<file path="src/rtl/cpu_pkg.sv">
package cpu_pkg;

  localparam int MEM_WORDS = 16;

  typedef logic [3:0] word_t;
  typedef logic [3:0] addr_t;

  typedef enum logic [3:0] {
    OP_NOP = 4'h0,
    OP_LDA = 4'h1,  // operand word is the address
    OP_INC = 4'h2,
    OP_DEC = 4'h3,
    OP_STA = 4'h4,  // operand word is the address
    OP_BZ  = 4'h5,  // taken when acc is zero
    OP_JMP = 4'h6,
    OP_SR  = 4'h7,
    OP_LDI = 4'h9   // operand word is the data
  } opcode_t;

  // second alu operand is always one
  typedef enum logic [1:0] {
    ALU_ADD = 2'd1,
    ALU_SUB = 2'd2,
    ALU_SR  = 2'd3
  } alu_op_t;

  typedef enum logic [2:0] {
    BUS_NONE = 3'd0,
    BUS_PC   = 3'd1,
    BUS_MDR  = 3'd2,
    BUS_ACC  = 3'd3,
    BUS_ALU  = 3'd4
  } bus_src_t;

  typedef struct packed {
    addr_t addr;
    word_t data;
  } load_word_t;

  typedef struct packed {
    addr_t addr;
    word_t data;
  } store_rec_t;

  // demonstration program, counts acc down by shifting then reloads
  localparam word_t [0:MEM_WORDS-1] RESET_PROGRAM = {
    OP_LDA,   // 0  start
    4'd15,    // 1
    OP_BZ,    // 2  loop
    4'd0,     // 3
    OP_SR,    // 4
    OP_NOP,   // 5
    OP_NOP,   // 6
    OP_JMP,   // 7
    4'd2,     // 8
    4'd0,     // 9
    4'd0,     // 10
    4'd0,     // 11
    4'd0,     // 12
    4'd0,     // 13
    4'd0,     // 14
    4'd8      // 15 data
  };

endpackage

</file>
<file path="src/rtl/word_fifo.sv">
`timescale 1ns/1ps

module word_fifo #(
  parameter type payload_t = logic [7:0],
  parameter int  DEPTH     = 4
) (
  input  logic     clock,
  input  logic     reset,
  input  logic     in_valid,
  output logic     in_ready,
  input  payload_t in_data,
  output logic     out_valid,
  input  logic     out_ready,
  output payload_t out_data
);

  localparam int PTR_W = (DEPTH > 1) ? $clog2(DEPTH) : 1;
  localparam int CNT_W = $clog2(DEPTH + 1);

  payload_t         slots [DEPTH];
  logic [PTR_W-1:0] wr_ptr;
  logic [PTR_W-1:0] rd_ptr;
  logic [CNT_W-1:0] count;
  logic             push;
  logic             pop;

  // wrap for depths that are not a power of two
  function automatic logic [PTR_W-1:0] bump(input logic [PTR_W-1:0] ptr);
    return (ptr == PTR_W'(DEPTH - 1)) ? '0 : ptr + 1'b1;
  endfunction

  assign in_ready  = (count != CNT_W'(DEPTH));  // low only when full
  assign out_valid = (count != '0);
  assign out_data  = slots[rd_ptr];
  assign push      = in_valid && in_ready;
  assign pop       = out_valid && out_ready;

  always_ff @(posedge clock) begin
    if (reset) begin
      wr_ptr <= '0;
      rd_ptr <= '0;
      count  <= '0;
    end else begin
      if (push) wr_ptr <= bump(wr_ptr);
      if (pop) rd_ptr <= bump(rd_ptr);
      count <= count + CNT_W'(push) - CNT_W'(pop);
    end
  end

  always_ff @(posedge clock) begin
    if (push) slots[wr_ptr] <= in_data;
  end

endmodule

</file>
<file path="src/rtl/program_memory.sv">
`timescale 1ns/1ps

module program_memory
  import cpu_pkg::*;
(
  input  logic       clock,
  input  logic       reset,
  input  logic       load_valid,
  output logic       load_ready,
  input  load_word_t load_item,
  input  logic       load_enable,
  input  addr_t      mar,
  input  word_t      bus,
  input  logic       mdr_listen,
  input  logic       mem_write,
  output word_t      mdr
);

  word_t      mem [MEM_WORDS];
  logic       pend_valid;  // popped load word waiting for its write
  load_word_t pend_item;

  // pending slot always drains in the same cycle it refills
  assign load_ready = load_enable;

  always_ff @(posedge clock) begin
    if (reset) begin
      pend_valid <= 1'b0;
    end else if (load_enable) begin
      pend_valid <= load_valid;
    end
  end

  always_ff @(posedge clock) begin
    if (load_enable && load_valid) pend_item <= load_item;
  end

  // one access per cycle, load writes win
  always_ff @(posedge clock) begin
    if (reset) begin
      for (int i = 0; i < MEM_WORDS; i++) begin
        mem[i] <= RESET_PROGRAM[i];
      end
      mdr <= '0;
    end else if (load_enable && pend_valid) begin
      mem[pend_item.addr] <= pend_item.data;
    end else if (mdr_listen) begin
      mdr <= bus;
    end else if (mem_write) begin
      mem[mar] <= mdr;
    end else begin
      mdr <= mem[mar];  // default read
    end
  end

endmodule

</file>
<file path="src/rtl/cpu_datapath.sv">
`timescale 1ns/1ps

module cpu_datapath
  import cpu_pkg::*;
(
  input  logic     clock,
  input  logic     reset,
  input  bus_src_t bus_src,
  input  logic     acc_listen,
  input  logic     pc_listen,
  input  logic     ir_listen,
  input  logic     mar_listen,
  input  logic     alu_a_listen,
  input  alu_op_t  alu_op,
  input  word_t    mdr,
  output word_t    acc,
  output word_t    ir,
  output addr_t    mar,
  output logic     acc_zero,
  output word_t    bus
);

  addr_t pc;
  word_t alu_a;
  word_t alu_result;

  // one talker at a time, selected by the sequencer
  always_comb begin
    case (bus_src)
      BUS_PC:  bus = pc;
      BUS_MDR: bus = mdr;
      BUS_ACC: bus = acc;
      BUS_ALU: bus = alu_result;
      default: bus = '0;  // bus idle
    endcase
  end

  always_comb begin
    case (alu_op)
      ALU_ADD: alu_result = alu_a + 4'd1;  // wraps at 16
      ALU_SUB: alu_result = alu_a - 4'd1;
      ALU_SR:  alu_result = alu_a >> 1;    // logical shift
      default: alu_result = alu_a;
    endcase
  end

  assign acc_zero = (acc == '0);

  always_ff @(posedge clock) begin
    if (reset) begin
      acc   <= '0;
      pc    <= '0;
      ir    <= '0;
      mar   <= '0;
      alu_a <= '0;
    end else begin
      if (acc_listen) acc <= bus;
      if (pc_listen) pc <= bus;
      if (ir_listen) ir <= bus;
      if (mar_listen) mar <= bus;
      if (alu_a_listen) alu_a <= bus;
    end
  end

endmodule

</file>
<file path="src/rtl/cpu_sequencer.sv">
`timescale 1ns/1ps

module cpu_sequencer
  import cpu_pkg::*;
(
  input  logic     clock,
  input  logic     reset,
  input  logic     run,
  input  word_t    ir,
  input  logic     acc_zero,
  input  logic     store_full,
  output bus_src_t bus_src,
  output logic     acc_listen,
  output logic     pc_listen,
  output logic     ir_listen,
  output logic     mar_listen,
  output logic     alu_a_listen,
  output logic     mdr_listen,
  output alu_op_t  alu_op,
  output logic     mem_write,
  output logic     store_push,
  output logic     load_enable,
  output logic     halted
);

  // listener masks, bit order matches the register update below
  localparam logic [5:0] LSN_ACC   = 6'b000001;
  localparam logic [5:0] LSN_PC    = 6'b000010;
  localparam logic [5:0] LSN_IR    = 6'b000100;
  localparam logic [5:0] LSN_MAR   = 6'b001000;
  localparam logic [5:0] LSN_ALU_A = 6'b010000;
  localparam logic [5:0] LSN_MDR   = 6'b100000;

  typedef struct packed {
    bus_src_t   src;
    logic [5:0] lsn;
  } xfer_t;

  logic [3:0] step;
  logic [3:0] step_next;
  opcode_t    op;
  xfer_t      xf_next;
  alu_op_t    op_next;
  logic       write_next;
  logic       push_next;
  logic       load_next;
  logic       halt_next;

  assign op = opcode_t'(ir);

  // strobes decoded in a step act on the bus during the following one
  always_comb begin
    step_next  = step + 4'd1;
    xf_next    = '{BUS_NONE, 6'b0};
    op_next    = alu_op;
    write_next = 1'b0;
    push_next  = 1'b0;
    load_next  = 1'b0;
    halt_next  = halted;
    if (halted) begin
      step_next = step;  // frozen until reset
    end else begin
      case (step)
        4'd0: begin
          if (run) begin
            xf_next = '{BUS_PC, LSN_MAR};  // fetch
          end else begin
            step_next = 4'd0;
            load_next = 1'b1;  // program load mode
          end
        end
        4'd2: xf_next = '{BUS_MDR, LSN_IR};
        4'd3: begin
          xf_next = '{BUS_PC, LSN_ALU_A};  // pc + 1
          op_next = ALU_ADD;
        end
        4'd4: xf_next = '{BUS_ALU, LSN_PC};
        4'd5: begin
          case (op)
            OP_NOP: begin
              // one idle step
            end
            OP_LDA, OP_LDI, OP_STA, OP_JMP: xf_next = '{BUS_PC, LSN_MAR};
            OP_BZ: begin
              if (acc_zero) begin
                xf_next = '{BUS_PC, LSN_MAR};  // go read the target
              end else begin
                xf_next = '{BUS_PC, LSN_ALU_A};  // skip the operand
                op_next = ALU_ADD;
              end
            end
            OP_INC, OP_DEC, OP_SR: begin
              xf_next = '{BUS_ACC, LSN_ALU_A};
              op_next = (op == OP_INC) ? ALU_ADD : (op == OP_DEC) ? ALU_SUB : ALU_SR;
            end
            default: begin
              halt_next = 1'b1;  // illegal opcode
              step_next = step;
            end
          endcase
        end
        4'd6: begin
          if (op == OP_NOP) step_next = 4'd0;
          else if (op inside {OP_INC, OP_DEC, OP_SR}) xf_next = '{BUS_ALU, LSN_ACC};
        end
        4'd7: begin
          if (op inside {OP_INC, OP_DEC, OP_SR}) step_next = 4'd0;
          else if (op inside {OP_LDA, OP_STA}) xf_next = '{BUS_MDR, LSN_MAR};
          else if (op == OP_LDI) xf_next = '{BUS_MDR, LSN_ACC};
          else if (op == OP_BZ && !acc_zero) xf_next = '{BUS_ALU, LSN_PC};
          else if (op inside {OP_BZ, OP_JMP}) xf_next = '{BUS_MDR, LSN_PC};
        end
        4'd8: begin
          if (op inside {OP_BZ, OP_JMP}) step_next = 4'd0;
        end
        4'd9: begin
          if (op == OP_LDA) begin
            xf_next = '{BUS_MDR, LSN_ACC};
          end else if (op == OP_LDI) begin
            xf_next = '{BUS_PC, LSN_ALU_A};
            op_next = ALU_ADD;
          end else if (op == OP_STA) begin
            xf_next = '{BUS_ACC, LSN_MDR};
          end
        end
        4'd10: begin
          if (op == OP_LDA) begin
            xf_next = '{BUS_PC, LSN_ALU_A};
            op_next = ALU_ADD;
          end else if (op == OP_LDI) begin
            xf_next = '{BUS_ALU, LSN_PC};
          end else if (store_full) begin
            step_next = step;  // STA waits for a free record slot
            xf_next   = '{BUS_ACC, LSN_MDR};  // keeps MDR from being read over
          end else begin
            write_next = 1'b1;
            push_next  = 1'b1;
          end
        end
        4'd11: begin
          if (op == OP_LDA) begin
            xf_next = '{BUS_ALU, LSN_PC};
          end else if (op == OP_LDI) begin
            step_next = 4'd0;
          end else begin
            xf_next = '{BUS_PC, LSN_ALU_A};
            op_next = ALU_ADD;
          end
        end
        4'd12: begin
          if (op == OP_LDA) step_next = 4'd0;
          else xf_next = '{BUS_ALU, LSN_PC};
        end
        4'd13: step_next = 4'd0;  // end of STA
        default: begin
          // memory read wait
        end
      endcase
    end
  end

  always_ff @(posedge clock) begin
    if (reset) begin
      step        <= 4'd0;
      bus_src     <= BUS_NONE;
      alu_op      <= ALU_ADD;
      mem_write   <= 1'b0;
      store_push  <= 1'b0;
      load_enable <= 1'b0;
      halted      <= 1'b0;
      {mdr_listen, alu_a_listen, mar_listen, ir_listen, pc_listen, acc_listen} <= '0;
    end else begin
      step        <= step_next;
      bus_src     <= xf_next.src;
      alu_op      <= op_next;
      mem_write   <= write_next;
      store_push  <= push_next;
      load_enable <= load_next;
      halted      <= halt_next;
      {mdr_listen, alu_a_listen, mar_listen, ir_listen, pc_listen, acc_listen} <= xf_next.lsn;
    end
  end

endmodule

</file>
<file path="src/rtl/cpu_top.sv">
`timescale 1ns/1ps

module cpu_top
  import cpu_pkg::*;
#(
  parameter int LOAD_DEPTH  = 4,
  parameter int STORE_DEPTH = 2
) (
  input  logic  clock,
  input  logic  reset,
  input  logic  run,
  input  logic  load_valid,
  output logic  load_ready,
  input  addr_t load_addr,
  input  word_t load_data,
  output logic  store_valid,
  input  logic  store_ready,
  output addr_t store_addr,
  output word_t store_data,
  output word_t acc,
  output logic  halted
);

  load_word_t load_in;
  load_word_t load_item;
  logic       load_empty_n;
  logic       load_pop_ready;
  store_rec_t store_in;
  store_rec_t store_out;
  logic       store_in_ready;
  logic       store_full;
  logic       store_push;
  bus_src_t   bus_src;
  alu_op_t    alu_op;
  logic       acc_listen;
  logic       pc_listen;
  logic       ir_listen;
  logic       mar_listen;
  logic       alu_a_listen;
  logic       mdr_listen;
  logic       mem_write;
  logic       load_enable;
  logic       acc_zero;
  word_t      ir;
  word_t      mdr;
  word_t      bus;
  addr_t      mar;

  assign load_in    = '{addr: load_addr, data: load_data};
  assign store_in   = '{addr: mar, data: mdr};  // address and value of the write
  assign store_addr = store_out.addr;
  assign store_data = store_out.data;
  assign store_full = !store_in_ready;

  word_fifo #(.payload_t(load_word_t), .DEPTH(LOAD_DEPTH)) u_load_fifo (
    .clock(clock), .reset(reset),
    .in_valid(load_valid), .in_ready(load_ready), .in_data(load_in),
    .out_valid(load_empty_n), .out_ready(load_pop_ready), .out_data(load_item)
  );

  word_fifo #(.payload_t(store_rec_t), .DEPTH(STORE_DEPTH)) u_store_fifo (
    .clock(clock), .reset(reset),
    .in_valid(store_push), .in_ready(store_in_ready), .in_data(store_in),
    .out_valid(store_valid), .out_ready(store_ready), .out_data(store_out)
  );

  program_memory u_memory (
    .clock(clock), .reset(reset),
    .load_valid(load_empty_n), .load_ready(load_pop_ready), .load_item(load_item),
    .load_enable(load_enable), .mar(mar), .bus(bus),
    .mdr_listen(mdr_listen), .mem_write(mem_write), .mdr(mdr)
  );

  cpu_datapath u_datapath (
    .clock(clock), .reset(reset), .bus_src(bus_src),
    .acc_listen(acc_listen), .pc_listen(pc_listen), .ir_listen(ir_listen),
    .mar_listen(mar_listen), .alu_a_listen(alu_a_listen), .alu_op(alu_op),
    .mdr(mdr), .acc(acc), .ir(ir), .mar(mar), .acc_zero(acc_zero), .bus(bus)
  );

  cpu_sequencer u_sequencer (
    .clock(clock), .reset(reset), .run(run), .ir(ir),
    .acc_zero(acc_zero), .store_full(store_full), .bus_src(bus_src),
    .acc_listen(acc_listen), .pc_listen(pc_listen), .ir_listen(ir_listen),
    .mar_listen(mar_listen), .alu_a_listen(alu_a_listen), .mdr_listen(mdr_listen),
    .alu_op(alu_op), .mem_write(mem_write), .store_push(store_push),
    .load_enable(load_enable), .halted(halted)
  );

endmodule

</file>
<file path="config.mk">
export PLATFORM = sky130hd
export DESIGN_NAME = cpu_top
export DESIGN_NICKNAME = d
export VERILOG_FILES = /design/src/rtl/cpu_pkg.sv /design/src/rtl/word_fifo.sv /design/src/rtl/program_memory.sv /design/src/rtl/cpu_datapath.sv /design/src/rtl/cpu_sequencer.sv /design/src/rtl/cpu_top.sv
export SDC_FILE = /design/constraint.sdc
export NUM_CORES = 1
export LEC_CHECK = 0
export BUFFER_PORTS_ARGS = -buffer_cell sky130_fd_sc_hd__buf_2
export CORE_UTILIZATION = 40
export CTS_CLUSTER_DIAMETER = 100
export DETAILED_ROUTE_END_ITERATION = 10
export SYNTH_ARGS = -nofsm -noshare
export SYNTH_HDL_FRONTEND = slang
export SYNTH_SLANG_ARGS = --single-unit
</file>
<file path="constraint.sdc">
create_clock -name clock -period 5 [get_ports clock]
set_input_delay 1 -clock clock [delete_from_list [all_inputs] [get_ports clock]]
set_output_delay 1 -clock clock [all_outputs]
set_load 0.01 [all_outputs]
</file>
==> results.md <==
* Setup TNS at 0 ns
* Clock Latency Late Sink at 0.43 ns
* Worst-path fanout max at 9
* Gate Count Post-Synth at 722
* Netlist Area Pre-Place at 8544 µm²
* Drt first pass iters at 5
* Core area at 20960 µm²
* Outcome: completed
* Port buffer count at 27
* Ports at 28
* Setup crit end kind: flip-flop
* R2R cell count at 10
* Tot Pwr at roughly 3.5 mW
* GR Overflow Total at 0
* Area Overhead vs Synth at 10.12%
* DP Area at 8851 µm²
* Final min period at about 2.8 ns
* Die area at roughly 22000 µm²
* Unrepaired setup endpoints after global routing: no
* Commonest cells after routing, fill and taps aside: 120 x edfxtp_1, 99 x nor2_1, 59 x dfxtp_1
* Arr. time, crit path at 3.08 ns
* Routed vias/inst at 5.659
* CTS tree: yes
* Leak at 3.260 nW
* Root buffer cell: clkbuf_16
* CTS max path bufs at 2
* EDFF count, synth at between 100 and 150
* Worst Clk Skew at 0.01274 ns
* Reg-to-reg endpoint: u_load_fifo.count[2]
* Setup bufs post-CTS at 0
* Vias at just under 6000
* Sequential area share after synthesis at 0.5600
* DIE WIDTH at 148.2 µm
* Post-CTS sizing at 0
* # diodes at 0
* Worst hold path type: flip-flop to flip-flop
* Fmax at 0.3597 GHz
* Final HPWL DP at 12690 µm
* # DRC at 0
* Detailed Route Iter0 Violations at 430
* Top FF cell, synth: edfxtp_1
* Post-synth ARST share at 0
* CP Class: flip-flop to flip-flop
* Antenna Nets Post-Route at 0
* Synth warn at 0
* Fin area at 9409 µm²
* Hold_buf cts at 0
* Commonest non-fill, non-tap cell in the layout: edfxtp_1
* Max_slew headroom at 0.3749
* Syn nets at between 700 and 800
* Largest net degree at the start of global routing at 47
* Post-Place Cells at 986
* #FFs+latches synth at 179
* Max Cap Violations at 0
* Fin cells at about 1000
* Initial antenna violation count at 0
* Final-report hold violation count at 0
* Final core occ at 0.4490
* Worst slew pin tran at roughly 0.94 ns
* First-pass GRT wire length at 29490 µm
* Crit path to: u_load_fifo.count[2]
* Maximum vdd ir drop at 231.8 µV
* TritonCTS Buffers at 17
* Placer Congestion at 0.8650
* Worst setup path startpoint: u_load_fifo.count[1]
* Die Span Y at between 100 and 150 µm
* Layout cells sized above 1 at 0.1373
* Initial core utilization at 0.4078
* CTS H-Tree Depth at 4
* Global Route Usage Sum at 0.1753
* Vias in the first global route at 5533
* Wire length per cell at 17.96 µm
* Final Cycle Share at 0.5560
* Mean Syn Cell Area at between 10 and 15 µm²
* Library cells used by synthesis at 63
* Data required, critical path at roughly 5.3 ns
* Worst R2R Setup Slack at 2.22 ns
* # clock sinks at between 150 and 200
* Final wirelength at 18290 µm
* Final setup viols at 0
* Startpoint types: flip-flop
* Max-slew violations at 0
* Cell Pwr Density at 371.8 nW/µm²
* CTS clk-pin slew, worst paths at 0.07 ns
* Reg-to-Reg Start: u_load_fifo.count[1]
* Row count at 53
* Nets@finish at 762
cell type report:
class / count / area, µm²
Clock buffer: 22 / 485.5
Clock inverter: 10 / 72.57
Fill cell: 1947 / 11550
Inverter: 17 / 63.81
Multi-Input combinational cell: 483 / 3486
Sequential cell: 179 / 4785
Tap cell: 275 / 344.1
Timing Repair Buffer: 32 / 172.7
cell usage after synthesis, drive strengths merged (17+ instances only):
master / instances / share of area
edfxtp: 120 / 0.42
nor2: 99 / 0.043
dfxtp: 59 / 0.14
nand2b: 41 / 0.030
nand2: 34 / 0.015
clkbuf: 26 / 0.011
mux4: 26 / 0.071
nor3: 25 / 0.015
a21oi: 24 / 0.014
o21ai: 24 / 0.014
mux2i: 22 / 0.026
ha: 18 / 0.026
buf: 17 / 0.013
inv: 17 / 0.0075
cell families after synthesis:
| group | after synthesis | synth area share |
|---|---|---|
| simple gates | 272 | 0.1601 |
| flops | 179 | 0.5600 |
| compound gates | 120 | 0.09416 |
| buf+inv | 60 | 0.03207 |
| mux | 60 | 0.1128 |
| fa+ha+maj | 19 | 0.02870 |
| xor+xnor | 12 | 0.01230 |
critical path, stage by stage (launching register included):
cell and delay (ns):
dfxtp_1 0.36, o31ai_1 0.61, inv_1 0.36, ha_1 0.38, inv_1 0.06, ha_1 0.13, inv_1 0.05, fa_1 0.37
xor2_1 0.17, xnor2_1 0.13, nor2_1 0.05
power by group:
| part | leakage (nW) | total (mW) | internal (mW) | switching (mW) |
|---|---|---|---|---|
| Clock | 0.269 | 1.25 | 0.694 | 0.551 |
| Combinational | 1.39 | 0.452 | 0.202 | 0.250 |
| Sequential | 1.60 | 1.80 | 1.69 | 0.115 |
| Total | 3.26 | 3.50 | 2.58 | 0.917 |
worst min path at each step:
stage                           startpoint               end  slack [ns]  depth (start not counted)
after CTS                 u_datapath.pc[3]  u_datapath.pc[3]        0.48                          2
after global placement    u_datapath.pc[3]  u_datapath.pc[3]        0.47                          2
after floorplan           u_datapath.pc[3]  u_datapath.pc[3]        0.45                          2
final                     u_datapath.pc[1]  u_datapath.pc[1]        0.49                          2
after detailed placement  u_datapath.pc[3]  u_datapath.pc[3]        0.47                          2
after global routing      u_datapath.pc[3]  u_datapath.pc[3]        0.51                          2
registers in the layout, indices dropped and copies added (netlist names), 3 cells and up, named ones only:
| register | cells |
|---|---|
| u_datapath.mar | 4 |
| u_datapath.pc | 4 |
| u_memory.mdr | 4 |
| u_memory.mem | 64 |
| u_load_fifo.slots | 32 |
| u_datapath.acc | 4 |
| u_datapath.ir | 4 |
| u_memory.pend_item | 8 |
| u_sequencer.bus_src | 3 |
| u_store_fifo.slots | 16 |
| u_sequencer.step | 4 |
| u_datapath.alu_a | 4 |
| u_load_fifo.count | 3 |
stage by stage:
| stage | hold slack [ns] | worst slack [ns] |
|---|---|---|
| detailed placement | 0.4709 | 1.813 |
| finish | 0.4861 | 2.220 |
| CTS | 0.4806 | 2.172 |
| floorplan | 0.4478 | 2.450 |
| global placement | 0.4663 | 1.862 |
| global route | 0.5094 | 1.997 |
routing by layer:
metal,part of all wire,vias up,track usage
li1,-,2694,-
met1,0.45,2845,0.2308
met2,0.48,194,0.2847
met3,0.053,28,0.03221
met4,0.018,0,0.07320
met5,0,-,0
No activity file was read; power rests on OpenSTA's default activity.
